[src/design/cache_bank_pkg.sv]
`default_nettype none

package cache_bank_pkg;

    localparam int WORD_W         = 32;
    localparam int WORDS_PER_LINE = 4;
    localparam int OFFSET_W       = $clog2(WORDS_PER_LINE);
    localparam int LINE_W         = WORD_W * WORDS_PER_LINE;
    localparam int INDEX_W        = 4;
    localparam int NUM_LINES      = 1 << INDEX_W;
    localparam int TAG_W          = 4;
    localparam int LINE_ADDR_W    = TAG_W + INDEX_W;
    localparam int MSHR_SIZE      = 8;
    localparam int MSHR_ID_W      = $clog2(MSHR_SIZE);
    localparam int CORE_TAG_W     = 4;

    typedef struct packed {
        logic [TAG_W-1:0]   tag;
        logic [INDEX_W-1:0] index;
    } line_addr_t;

    typedef struct packed {
        line_addr_t          line;
        logic [OFFSET_W-1:0] offset;
    } word_addr_t;

    typedef struct packed {
        logic [CORE_TAG_W-1:0] core_tag;
        word_addr_t            addr;
    } core_req_t;

    typedef struct packed {
        logic [CORE_TAG_W-1:0] core_tag;
        logic [WORD_W-1:0]     data;
    } core_rsp_t;

    // what a miss entry must remember to answer the core
    typedef struct packed {
        logic [CORE_TAG_W-1:0] core_tag;
        logic [OFFSET_W-1:0]   offset;
    } mshr_data_t;

    typedef struct packed {
        logic [MSHR_ID_W-1:0] id;
        line_addr_t           addr;
    } mem_req_t;

    typedef struct packed {
        logic [MSHR_ID_W-1:0] id;
        logic [LINE_W-1:0]    line;
    } mem_rsp_t;

    typedef enum logic [2:0] {
        IDLE,
        TAG_CHECK,
        MEM_ISSUE,
        FILL,
        REPLAY
    } bank_state_e;

endpackage

`default_nettype wire

[src/design/miss_resrv.sv]
`timescale 1ns/10ps
`default_nettype none

module miss_resrv (
    input  wire                                      clk,
    input  wire                                      reset,
    input  wire                                      alloc_valid_i,
    input  wire cache_bank_pkg::line_addr_t          alloc_addr_i,
    input  wire cache_bank_pkg::mshr_data_t          alloc_data_i,
    output logic [cache_bank_pkg::MSHR_ID_W-1:0]     alloc_id_o,
    output logic                                     alloc_ready_o,
    input  wire                                      fill_valid_i,
    input  wire [cache_bank_pkg::MSHR_ID_W-1:0]      fill_id_i,
    output cache_bank_pkg::line_addr_t               fill_addr_o,
    input  wire cache_bank_pkg::line_addr_t          lookup_addr_i,
    input  wire [cache_bank_pkg::MSHR_ID_W-1:0]      lookup_id_i,
    input  wire                                      lookup_replay_i,
    output logic                                     lookup_match_o,
    output logic                                     dequeue_valid_o,
    output logic [cache_bank_pkg::MSHR_ID_W-1:0]     dequeue_id_o,
    output cache_bank_pkg::line_addr_t               dequeue_addr_o,
    output cache_bank_pkg::mshr_data_t               dequeue_data_o,
    input  wire                                      dequeue_ready_i,
    input  wire                                      release_valid_i,
    input  wire [cache_bank_pkg::MSHR_ID_W-1:0]      release_id_i
);
    import cache_bank_pkg::*;

    line_addr_t [MSHR_SIZE-1:0] addr_table;
    mshr_data_t [MSHR_SIZE-1:0] data_table;
    logic [MSHR_SIZE-1:0] valid_table, valid_n;
    logic [MSHR_SIZE-1:0] ready_table, ready_x, ready_n;
    logic [MSHR_SIZE-1:0] addr_match;
    logic [MSHR_SIZE-1:0] other_entry;
    logic                 alloc_rdy_r, alloc_rdy_n;
    logic [MSHR_ID_W-1:0] alloc_id_r, alloc_id_n;
    logic                 deq_val_r, deq_val_n, deq_val_x;
    logic [MSHR_ID_W-1:0] deq_id_r, deq_id_n, deq_id_x;
    logic                 alloc_fire;
    logic                 deq_fire;

    assign alloc_fire = alloc_valid_i && alloc_rdy_r;
    assign deq_fire   = deq_val_r && dequeue_ready_i;

    always_comb begin
        for (int i = 0; i < MSHR_SIZE; i++) begin
            addr_match[i]  = (addr_table[i] == lookup_addr_i);
            other_entry[i] = (MSHR_ID_W'(i) != lookup_id_i);
        end
    end

    // a taken entry drops out of the ready search, a fill adds its line
    always_comb begin
        ready_x = ready_table;
        if (deq_fire) begin
            ready_x[deq_id_r] = 1'b0;
        end
        if (lookup_replay_i) begin
            ready_x = ready_x | (addr_match & valid_table);
        end
    end

    // lowest ready entry
    always_comb begin
        deq_val_x = 1'b0;
        deq_id_x  = '0;
        for (int i = MSHR_SIZE - 1; i >= 0; i--) begin
            if (valid_table[i] && ready_x[i]) begin
                deq_val_x = 1'b1;
                deq_id_x  = MSHR_ID_W'(i);
            end
        end
    end

    always_comb begin
        valid_n   = valid_table;
        ready_n   = ready_x;
        deq_val_n = deq_val_r;
        deq_id_n  = deq_id_r;
        if (deq_fire) begin
            deq_val_n = deq_val_x;
            deq_id_n  = deq_id_x;
        end
        if (alloc_fire) begin
            valid_n[alloc_id_r] = 1'b1;
            ready_n[alloc_id_r] = 1'b0;
        end
        if (fill_valid_i) begin
            deq_val_n = 1'b1;
            deq_id_n  = fill_id_i;
        end
        if (release_valid_i) begin
            valid_n[release_id_i] = 1'b0;
        end
    end

    // lowest free entry for the next allocation
    always_comb begin
        alloc_rdy_n = 1'b0;
        alloc_id_n  = '0;
        for (int i = MSHR_SIZE - 1; i >= 0; i--) begin
            if (!valid_n[i]) begin
                alloc_rdy_n = 1'b1;
                alloc_id_n  = MSHR_ID_W'(i);
            end
        end
    end

    always_ff @(posedge clk) begin
        if (reset) begin
            valid_table <= '0;
            ready_table <= '0;
            alloc_rdy_r <= 1'b0;
            deq_val_r   <= 1'b0;
        end else begin
            valid_table <= valid_n;
            ready_table <= ready_n;
            alloc_rdy_r <= alloc_rdy_n;
            deq_val_r   <= deq_val_n;
        end
        alloc_id_r <= alloc_id_n;
        deq_id_r   <= deq_id_n;
        if (alloc_fire) begin
            addr_table[alloc_id_r] <= alloc_addr_i;
            data_table[alloc_id_r] <= alloc_data_i;
        end
    end

    assign alloc_ready_o   = alloc_rdy_r;
    assign alloc_id_o      = alloc_id_r;
    assign fill_addr_o     = addr_table[fill_id_i];
    assign lookup_match_o  = |(other_entry & valid_table & addr_match);
    assign dequeue_valid_o = deq_val_r;
    assign dequeue_id_o    = deq_id_r;
    assign dequeue_addr_o  = addr_table[deq_id_r];
    assign dequeue_data_o  = data_table[deq_id_r];

endmodule

`default_nettype wire

[src/design/tag_store.sv]
`timescale 1ns/10ps
`default_nettype none

module tag_store (
    input  wire                                  clk,
    input  wire                                  reset,
    input  wire [cache_bank_pkg::INDEX_W-1:0]    lookup_index_i,
    input  wire [cache_bank_pkg::TAG_W-1:0]      lookup_tag_i,
    output logic                                 hit_o,
    input  wire                                  fill_valid_i,
    input  wire cache_bank_pkg::line_addr_t      fill_addr_i
);
    import cache_bank_pkg::*;

    logic [NUM_LINES-1:0] valid_q;
    logic [TAG_W-1:0]     tags_q [NUM_LINES];

    always_ff @(posedge clk) begin
        if (reset) begin
            valid_q <= '0;
        end else if (fill_valid_i) begin
            valid_q[fill_addr_i.index] <= 1'b1;
        end
        if (fill_valid_i) begin
            tags_q[fill_addr_i.index] <= fill_addr_i.tag;
        end
        // compare lands one cycle after the address
        hit_o <= valid_q[lookup_index_i] && (tags_q[lookup_index_i] == lookup_tag_i);
    end

endmodule

`default_nettype wire

[src/design/line_store.sv]
`timescale 1ns/10ps
`default_nettype none

module line_store (
    input  wire                                  clk,
    input  wire [cache_bank_pkg::INDEX_W-1:0]    index_i,
    input  wire [cache_bank_pkg::OFFSET_W-1:0]   offset_i,
    output logic [cache_bank_pkg::WORD_W-1:0]    word_o,
    input  wire                                  fill_valid_i,
    input  wire [cache_bank_pkg::INDEX_W-1:0]    fill_index_i,
    input  wire [cache_bank_pkg::LINE_W-1:0]     fill_line_i
);
    import cache_bank_pkg::*;

    logic [LINE_W-1:0]   lines_q [NUM_LINES];
    logic [LINE_W-1:0]   line_q;
    logic [OFFSET_W-1:0] offset_q;

    always_ff @(posedge clk) begin
        if (fill_valid_i) begin
            lines_q[fill_index_i] <= fill_line_i;
        end
        line_q   <= lines_q[index_i];
        offset_q <= offset_i;
    end

    // word 0 sits in the low bits
    assign word_o = line_q[offset_q * WORD_W +: WORD_W];

endmodule

`default_nettype wire

[src/design/bank_ctrl.sv]
`timescale 1ns/10ps
`default_nettype none

module bank_ctrl (
    input  wire                                      clk,
    input  wire                                      reset,
    input  wire                                      core_req_valid_i,
    input  wire cache_bank_pkg::core_req_t           core_req_i,
    output logic                                     core_req_ready_o,
    output logic                                     core_rsp_valid_o,
    output cache_bank_pkg::core_rsp_t                core_rsp_o,
    output logic                                     mem_req_valid_o,
    output cache_bank_pkg::mem_req_t                 mem_req_o,
    input  wire                                      mem_req_ready_i,
    input  wire                                      mem_rsp_valid_i,
    input  wire cache_bank_pkg::mem_rsp_t            mem_rsp_i,
    output logic                                     mem_rsp_ready_o,
    output logic                                     alloc_valid_o,
    output cache_bank_pkg::line_addr_t               alloc_addr_o,
    output cache_bank_pkg::mshr_data_t               alloc_data_o,
    input  wire [cache_bank_pkg::MSHR_ID_W-1:0]      alloc_id_i,
    input  wire                                      alloc_ready_i,
    output logic                                     fill_valid_o,
    output logic [cache_bank_pkg::MSHR_ID_W-1:0]     fill_id_o,
    input  wire cache_bank_pkg::line_addr_t          fill_addr_i,
    output cache_bank_pkg::line_addr_t               lookup_addr_o,
    output logic [cache_bank_pkg::MSHR_ID_W-1:0]     lookup_id_o,
    output logic                                     lookup_replay_o,
    input  wire                                      lookup_match_i,
    input  wire                                      dequeue_valid_i,
    input  wire [cache_bank_pkg::MSHR_ID_W-1:0]      dequeue_id_i,
    input  wire cache_bank_pkg::line_addr_t          dequeue_addr_i,
    input  wire cache_bank_pkg::mshr_data_t          dequeue_data_i,
    output logic                                     dequeue_ready_o,
    output logic                                     release_valid_o,
    output logic [cache_bank_pkg::MSHR_ID_W-1:0]     release_id_o,
    input  wire                                      hit_i,
    output logic [cache_bank_pkg::INDEX_W-1:0]       tag_index_o,
    output logic [cache_bank_pkg::TAG_W-1:0]         tag_tag_o,
    output logic [cache_bank_pkg::INDEX_W-1:0]       line_index_o,
    output logic [cache_bank_pkg::OFFSET_W-1:0]      line_offset_o,
    input  wire [cache_bank_pkg::WORD_W-1:0]         word_i,
    output logic [cache_bank_pkg::INDEX_W-1:0]       line_fill_index_o,
    output logic [cache_bank_pkg::LINE_W-1:0]        line_fill_o
);
    import cache_bank_pkg::*;

    bank_state_e          state_q, state_n;
    core_req_t            req_q;
    mem_rsp_t             fill_q;
    mem_req_t             mem_req_q;
    logic [MSHR_ID_W-1:0] rep_id_q;
    mshr_data_t           rep_data_q;
    logic                 rsp_valid_q;
    core_rsp_t            rsp_q;
    logic                 run_q;
    logic                 core_fire;
    logic                 rsp_fire;
    logic                 deq_fire;

    // replay drains before fills, fills before new requests
    assign dequeue_ready_o  = (state_q == IDLE);
    // memory responses open one cycle after reset
    assign mem_rsp_ready_o  = (state_q == IDLE) && !dequeue_valid_i && run_q;
    assign core_req_ready_o = (state_q == IDLE) && alloc_ready_i && !dequeue_valid_i
                              && !mem_rsp_valid_i;

    assign deq_fire  = dequeue_valid_i && dequeue_ready_o;
    assign rsp_fire  = mem_rsp_valid_i && mem_rsp_ready_o;
    assign core_fire = core_req_valid_i && core_req_ready_o;

    always_comb begin
        state_n = state_q;
        case (state_q)
            IDLE: begin
                if (deq_fire) begin
                    state_n = REPLAY;
                end else if (rsp_fire) begin
                    state_n = FILL;
                end else if (core_fire) begin
                    state_n = TAG_CHECK;
                end
            end
            TAG_CHECK: begin
                // join an in-flight miss on the same line
                state_n = (!hit_i && !lookup_match_i) ? MEM_ISSUE : IDLE;
            end
            MEM_ISSUE: begin
                if (mem_req_ready_i) begin
                    state_n = IDLE;
                end
            end
            default: state_n = IDLE;
        endcase
    end

    always_ff @(posedge clk) begin
        if (reset) begin
            state_q     <= IDLE;
            rsp_valid_q <= 1'b0;
            run_q       <= 1'b0;
        end else begin
            state_q     <= state_n;
            rsp_valid_q <= ((state_q == TAG_CHECK) && hit_i) || (state_q == REPLAY);
            run_q       <= 1'b1;
        end
        if (core_fire) begin
            req_q <= core_req_i;
        end
        if (rsp_fire) begin
            fill_q <= mem_rsp_i;
        end
        if (deq_fire) begin
            rep_id_q   <= dequeue_id_i;
            rep_data_q <= dequeue_data_i;
        end
        if (state_q == TAG_CHECK) begin
            mem_req_q.id   <= alloc_id_i;
            mem_req_q.addr <= req_q.addr.line;
        end
        rsp_q.core_tag <= (state_q == REPLAY) ? rep_data_q.core_tag : req_q.core_tag;
        rsp_q.data     <= word_i;
    end

    assign core_rsp_valid_o = rsp_valid_q;
    assign core_rsp_o       = rsp_q;
    assign mem_req_valid_o  = (state_q == MEM_ISSUE);
    assign mem_req_o        = mem_req_q;

    assign alloc_valid_o         = (state_q == TAG_CHECK) && !hit_i;
    assign alloc_addr_o          = req_q.addr.line;
    assign alloc_data_o.core_tag = req_q.core_tag;
    assign alloc_data_o.offset   = req_q.addr.offset;

    assign fill_valid_o    = (state_q == FILL);
    assign fill_id_o       = fill_q.id;
    assign lookup_replay_o = (state_q == FILL);
    assign lookup_addr_o   = (state_q == FILL) ? fill_addr_i : req_q.addr.line;
    assign lookup_id_o     = (state_q == FILL) ? fill_q.id : alloc_id_i;
    assign release_valid_o = (state_q == REPLAY);
    assign release_id_o    = rep_id_q;

    // stores are read straight from the incoming request or dequeue
    assign tag_index_o       = core_req_i.addr.line.index;
    assign tag_tag_o         = core_req_i.addr.line.tag;
    assign line_index_o      = dequeue_valid_i ? dequeue_addr_i.index
                                               : core_req_i.addr.line.index;
    assign line_offset_o     = dequeue_valid_i ? dequeue_data_i.offset : core_req_i.addr.offset;
    assign line_fill_index_o = fill_addr_i.index;
    assign line_fill_o       = fill_q.line;

endmodule

`default_nettype wire

[src/design/cache_bank.sv]
`timescale 1ns/10ps
`default_nettype none

module cache_bank (
    input  wire                              clk,
    input  wire                              reset,
    input  wire                              core_req_valid_i,
    input  wire cache_bank_pkg::core_req_t   core_req_i,
    output logic                             core_req_ready_o,
    output logic                             core_rsp_valid_o,
    output cache_bank_pkg::core_rsp_t        core_rsp_o,
    output logic                             mem_req_valid_o,
    output cache_bank_pkg::mem_req_t         mem_req_o,
    input  wire                              mem_req_ready_i,
    input  wire                              mem_rsp_valid_i,
    input  wire cache_bank_pkg::mem_rsp_t    mem_rsp_i,
    output logic                             mem_rsp_ready_o
);
    import cache_bank_pkg::*;

    logic                 alloc_valid, alloc_ready;
    line_addr_t           alloc_addr;
    mshr_data_t           alloc_data;
    logic [MSHR_ID_W-1:0] alloc_id;
    logic                 fill_valid;
    logic [MSHR_ID_W-1:0] fill_id;
    line_addr_t           fill_addr;
    line_addr_t           lookup_addr;
    logic [MSHR_ID_W-1:0] lookup_id;
    logic                 lookup_replay, lookup_match;
    logic                 deq_valid, deq_ready;
    logic [MSHR_ID_W-1:0] deq_id;
    line_addr_t           deq_addr;
    mshr_data_t           deq_data;
    logic                 release_valid;
    logic [MSHR_ID_W-1:0] release_id;
    logic                 hit;
    logic [INDEX_W-1:0]   tag_index, line_index, line_fill_index;
    logic [TAG_W-1:0]     tag_tag;
    logic [OFFSET_W-1:0]  line_offset;
    logic [WORD_W-1:0]    word;
    logic [LINE_W-1:0]    line_fill;

    bank_ctrl ctrl_i (
        .clk, .reset,
        .core_req_valid_i, .core_req_i, .core_req_ready_o, .core_rsp_valid_o, .core_rsp_o,
        .mem_req_valid_o, .mem_req_o, .mem_req_ready_i,
        .mem_rsp_valid_i, .mem_rsp_i, .mem_rsp_ready_o,
        .alloc_valid_o (alloc_valid), .alloc_addr_o (alloc_addr), .alloc_data_o (alloc_data),
        .alloc_id_i (alloc_id), .alloc_ready_i (alloc_ready),
        .fill_valid_o (fill_valid), .fill_id_o (fill_id), .fill_addr_i (fill_addr),
        .lookup_addr_o (lookup_addr), .lookup_id_o (lookup_id),
        .lookup_replay_o (lookup_replay), .lookup_match_i (lookup_match),
        .dequeue_valid_i (deq_valid), .dequeue_id_i (deq_id), .dequeue_addr_i (deq_addr),
        .dequeue_data_i (deq_data), .dequeue_ready_o (deq_ready),
        .release_valid_o (release_valid), .release_id_o (release_id),
        .hit_i (hit), .tag_index_o (tag_index), .tag_tag_o (tag_tag),
        .line_index_o (line_index), .line_offset_o (line_offset), .word_i (word),
        .line_fill_index_o (line_fill_index), .line_fill_o (line_fill)
    );

    miss_resrv mshr_i (
        .clk, .reset,
        .alloc_valid_i (alloc_valid), .alloc_addr_i (alloc_addr), .alloc_data_i (alloc_data),
        .alloc_id_o (alloc_id), .alloc_ready_o (alloc_ready),
        .fill_valid_i (fill_valid), .fill_id_i (fill_id), .fill_addr_o (fill_addr),
        .lookup_addr_i (lookup_addr), .lookup_id_i (lookup_id),
        .lookup_replay_i (lookup_replay), .lookup_match_o (lookup_match),
        .dequeue_valid_o (deq_valid), .dequeue_id_o (deq_id), .dequeue_addr_o (deq_addr),
        .dequeue_data_o (deq_data), .dequeue_ready_i (deq_ready),
        .release_valid_i (release_valid), .release_id_i (release_id)
    );

    tag_store tags_i (
        .clk, .reset,
        .lookup_index_i (tag_index), .lookup_tag_i (tag_tag), .hit_o (hit),
        .fill_valid_i (fill_valid), .fill_addr_i (fill_addr)
    );

    line_store lines_i (
        .clk,
        .index_i (line_index), .offset_i (line_offset), .word_o (word),
        .fill_valid_i (fill_valid), .fill_index_i (line_fill_index), .fill_line_i (line_fill)
    );

endmodule

`default_nettype wire

[config.mk]
export PLATFORM = sky130hd
export DESIGN_NAME = cache_bank
export DESIGN_NICKNAME = d
export VERILOG_FILES = /design/src/design/cache_bank_pkg.sv /design/src/design/miss_resrv.sv /design/src/design/tag_store.sv /design/src/design/line_store.sv /design/src/design/bank_ctrl.sv /design/src/design/cache_bank.sv
export SDC_FILE = /design/constraint.sdc
export NUM_CORES = 2
export LEC_CHECK = 0
export BUFFER_PORTS_ARGS = -buffer_cell sky130_fd_sc_hd__buf_2
export CAP_MARGIN = 20
export CORE_MARGIN = 4
export CORE_UTILIZATION = 45
export DETAILED_ROUTE_END_ITERATION = 12
export SLEW_MARGIN = 30
export SYNTH_ARGS = -nofsm -noshare
export SYNTH_HDL_FRONTEND = slang
export SYNTH_SLANG_ARGS = --single-unit
[constraint.sdc]
create_clock -name clk -period 10.87 [get_ports clk]
set_clock_uncertainty 0.1 [all_clocks]
set_input_delay 1.087 -clock clk [delete_from_list [all_inputs] [get_ports clk]]
set_output_delay 1.087 -clock clk [all_outputs]
set_load 0.1 [all_outputs]
* Yosys cells after proc, flatten, opt, wreduce, memory -nomap -nowiden *
Memories as Yosys holds them, arrays and structs flattened. A register that Yosys moved wholly into a read port is not among the register bits.
Index checks and enable logic that the tools add are counted.

storage, ports and cells
  bits in registers = 359
  bits in writable memories = 2112
  bits of input ports = 150
  output and inout bits = 51
  logic and storage cells = 219
  memories kept = 2

operators by class
  order comparisons = 10
  equality and inequality tests = 22
  shift-type cells = 1
  multiplexer cells = 76
  bitwise logic cells = 12
  reduce and logical (&&, ||, !) cells = 37

memory list
  memory           depth  width  read ports  clocked after memory_dff  wr ports  RTL line          RTL
  lines_i.lines_q  16     128    1           1                         1         line_store.sv:15  logic [LINE_W-1:0] lines_q [NUM_LINES];
  tags_i.tags_q    16     4      1           0                         1         tag_store.sv:16   logic [TAG_W-1:0] tags_q [NUM_LINES];

operators with widths
  operator              count
  $shiftx A128 B8 Y32   1
  $bwmux W64            1
  $eq A8 B8 Y1          8
  $mux W8               8
  $mux W3               19
  $and A8 B8 Y8         6
  $bmux W8 S3           2
  $bwmux W48            1
  $mux W1               27
  $logic_and A1 B1 Y1   25
  $demux W8 S3          1
  $not A8 Y8            3
  $bmux W6 S3           1
  $demux W6 S3          1
  $lt A3 B4 Y1 const B  4
  $or A16 B16 Y16       1
  $or A8 B8 Y8          2
  $mux W4               3
  $mux W6               2
  $ne A3 B3 Y1 const A  4
  $lt A4 B5 Y1 const B  2
  $demux W1 S3          3
  $ge A3 B1 Y1 const B  3
  $pmux W3 S3           1
  other kinds (20)      29

* Logic depth before layout (Yosys ltp) *
  depth after elaboration = 20
  mapped depth = 12
  depth with buffers taken out = 10

* Hierarchy *
From an unflattened synthesis, not the netlist that was laid out.

unflattened totals
  cell total of the unflattened synthesis = 4314
  area total of the unflattened synthesis = 96359.9 µm²

by module, submodules not included
  module      times used  cells each  area each (µm²)  seq. area each (µm²)
  line_store  1           3331        79872.9          64101.5
  miss_resrv  1           532         7043.0           3873.7
  bank_ctrl   1           269         6257.3           5715.5
  tag_store   1           182         3186.8           2262.2

* Worst setup path before layout *
OpenSTA, ideal clock, no wires.

  path type = register to register
  start = register ctrl_i.state_q[1]
  end = memory lines_i.lines_q[9][0] (netlist bit), enable pin
  setup time = 0.627 ns
  data arrival time = 7.106 ns
  data required time = 10.143 ns
  setup slack = 3.037 ns
  cell stages (with the launch flop) = 8
  path buffers = 4
  period minus slack after synthesis = 7.833 ns
  path through = dfxtp_1 > buf_2 > and3b_1 > clkbuf_1 > clkbuf_8 > clkbuf_1 > nand3_1 > nor2_1

between the ends
  longest elaborated chain between the ends = 3

RTL lines
  what                           RTL line          RTL
  start, declared                bank_ctrl.sv:48   bank_state_e state_q, state_n;
  start signal, assigned         bank_ctrl.sv:103  state_q <= state_n;
  $eq A3 B2 Y1                   bank_ctrl.sv:135  assign fill_valid_o = (state_q == FILL);
  $mux W1                        line_store.sv:20  if (fill_valid_i) begin
  $mux W1 (implied by the code)  line_store.sv:21  lines_q[fill_index_i] <= fill_line_i;
  end, declared                  line_store.sv:15

No other way between the ends.

* Worst setup path in the final report *
  start = register ctrl_i.fill_q, in the netlist ctrl_i.fill_id_o[2]
  end = memory lines_i.lines_q[8][52] (netlist bit), enable pin

between the ends
  longest elaborated chain between the ends = 2

RTL lines
  what                           RTL line           RTL
  start, declared                bank_ctrl.sv:50    mem_rsp_t fill_q;
  start signal, assigned         bank_ctrl.sv:111   fill_q <= mem_rsp_i;
  $bmux W8 S3                    miss_resrv.sv:131  assign fill_addr_o = addr_table[fill_id_i];
  $mux W8 (implied by the code)  miss_resrv.sv:131

No other way between the ends. The select of a mux whose other input is x is not followed.

==> metrics.csv <==
metric;value;unit
crit path max-delay cell type;edfxtp_1;
Post-synth top cells;2390 x edfxtp_1, 583 x mux4_2, 209 x dfxtp_1;
register area share after synthesis;0.7773;
Die W;474.0;um
Post CTS Setup Buffer Count;0;
VDD IR max;0.1502;mV
Via-to-Cell Ratio;5.900;
DRT antenna net count;0;
final WL;241100;um
worst slew pin tran;1.185;ns
CTS tree;yes;
fin nets;4993;
CTS resizes;0;
# fillers;16700;
total CTS buffers;287;
GRT overflow;0;
pwr/cell area;193.6;nW/um2
Critical Path Fanout Max;79;
CTS Hold Bufs;0;
Synth Flop Type;edfxtp_1;
Clock Latency Late Sink;0.92;ns
Crit. End Element;register;
Sequential cell area;75960;um2
clock tree buffer depth;4;
Detailed Place HPWL;128200;um
Post-Syn Area per Cell;21.72;um2
status;completed;
Data arrival, critical path;5.25;ns
RSZ-0062 raised after global routing;no;
Final Hold Viols;0;
fin util;0.5178;
Tot GR Track Use;0.2149;
R2R Path Start;ctrl_i.fill_id_o[2];
Ports;201;
initial antenna violation count;26;
vias in the first global route;47100;
CTS sink count;2599;
Post-Syn Area;97710;um2
CTS H-Tree Depth;5;
max-slew violations;0;
Pre-Repair DR Iteration Count;5;
largest net degree at the start of global routing;131;
Total Neg Setup Slack;0;ns
post-synth top area share;0.7345;
max incr delay on CP;0.68;ns
synth top area cells;edfxtp_1 73%, mux4_2 13%, dfxtp_1 4.3%;
clk slew on worst S/H paths;0.06;ns
CTS root buffer;clkbuf_16;
layout cells sized above 1;0.2631;
Mapped Nets;4649;
startpoint types;register;
synthesized instance count;4499;
leak pwr;35.51;nW
hold path startpoint;mem_rsp_i[70];
hold path cells;1;
worst reg2reg path depth;8;
FF+latch count, synth;2599;
multi-input logic area;20780;um2
Synth-to-Final Area Change;14.07;%
CP cell instances;nor2b_2, a22o_1, nor2_1, nand2_1, nor2_4, buf_4, buf_12, buf_4;
WS Path Type;reg2reg;
Tmin final;4.835;ns
via count;46560;
Max Clk Rate;206.8;MHz
Slew HR;0.2100;
Initial Utilization;0.4539;
Tcrit/Tclk final;0.4448;
Die ar.;224700;um2
Post-synth EDFFs;2390;
Worst R2R Setup Slack;6.04;ns
first-pass GRT wire length;346200;um
IO Port Bufs;200;
min-delay worst type;in2reg;
row cnt;170;
area leader, netlist;edfxtp_1;
drt wl/cell;30.55;um
1st-iter DRT viols;4585;
count leader, synth;edfxtp_1;
Worst Path Required;11.28;ns
RePlAce Congestion;0.8727;
Hold Path End;ctrl_i.line_fill_o[70];
Critical Path Most Common Cell;buf_4;
Die Ht;474.0;um
Yosys cell types;89;
Ys Warns;0;
Async SR Flop Fraction;0;
Core Box Area;215300;um2
final setup fails;0;
max_cap viols;0;
reg-to-reg endpoint;lines_i.lines_q[8][52];
residual DRC count;0;
## registers in the layout (all words and copies together), names as in the netlist, 4 cells and up
signal	count
ctrl_i.alloc_addr_o	8
ctrl_i.alloc_data_o	6
ctrl_i.core_rsp_o	36
ctrl_i.line_fill_o	128
ctrl_i.mem_req_o	11
ctrl_i.rep_data_q	4
lines_i.line_q	128
lines_i.lines_q	2048
mshr_i.addr_table	64
mshr_i.data_table	48
mshr_i.ready_table	8
mshr_i.valid_table	8
tags_i.tags_q	64
tags_i.valid_q	16
## cell families after synthesis
kind of cell,share of synthesized area
buffers and inverters,0.01200
xor gates and xnor gates,0.007977
and+or+nand+nor,0.02156
muxes,0.1520
DFF,0.7773
AOI/OAI and AO/OA,0.02916
## per-stage QoR
stage / hold slack [ns] / setup WS [ns] / power, mW / instance area (um2) / cells
global placement: 0.3422 / 5.714 / 12.41 / 102300 / 7389
finish: 0.2412 / 6.035 / 21.58 / 111500 / 7892
floorplan: 0.3348 / 3.037 / 12.02 / 97710 / 4499
global route: 0.1877 / 5.786 / 22.29 / 111500 / 7888
CTS: 0.1588 / 5.969 / 21.79 / 111400 / 7886
detailed placement: 0.3505 / 5.669 / 12.42 / 102400 / 7392
## per-layer routing
metal  track usage  routed length, um  vias to the layer above
met5             0                 12                        -
met4       0.05466               5568                        2
met3       0.03626              16330                      383
met2        0.3476             117600                     1695
met1        0.3069             101600                    25040
li1              -                  -                    19440
## final cells by class
| class | count | area share |
|---|---|---|
| inverters | 15 | 0.0005500 |
| diodes | 6 | 0.0001347 |
| well taps | 2838 | 0.03186 |
| clock inverters | 107 | 0.009845 |
| multi-input cells | 1650 | 0.1864 |
| clock buffers | 387 | 0.07142 |
| repair buffers | 290 | 0.01830 |
| flip-flops and latches | 2599 | 0.6815 |
## worst max-delay path: cells and delay by family, from the launching register on
kind	cells	cell delay (ns)
flops	1	0.68
buf+inv	3	1.77
compound gates	1	0.29
simple gates	4	1.43
## placed cells by master, fill, tap and decap left out, types with 50 or more instances in the layout
cell type  count
edfxtp_1    2390
nand2_1       58
clkbuf_1      71
nor2b_1      132
xnor2_1       50
a21oi_1      154
mux2i_1      154
mux4_2       583
buf_2        200
buf_4         60
a211oi_1     133
nor2_1        59
clkbuf_16    297
dfxtp_1      207
## where the power goes
part | switching (mW) | internal, mW | total (mW)
sequential | 0.217 | 11.0 | 11.2
clock | 3.75 | 5.64 | 9.39
combinational | 0.592 | 0.351 | 0.944
total | 4.56 | 17.0 | 21.6
## how the worst max path moves through the flow
stage	from	end	slack, ns
3_5_place_dp	core_req_i[2]	lines_i.line_q[66]	5.67
5_1_grt	ctrl_i.fill_id_o[1]	lines_i.lines_q[8][52]	5.79
2_1_floorplan	ctrl_i.state_q[1]	lines_i.lines_q[9][0]	3.04
3_3_place_gp	core_req_i[2]	lines_i.line_q[83]	5.71
6_report	ctrl_i.fill_id_o[2]	lines_i.lines_q[8][52]	6.04
4_1_cts	ctrl_i.fill_id_o[2]	lines_i.lines_q[8][116]	5.97
Power figures use the tool's default switching activity.
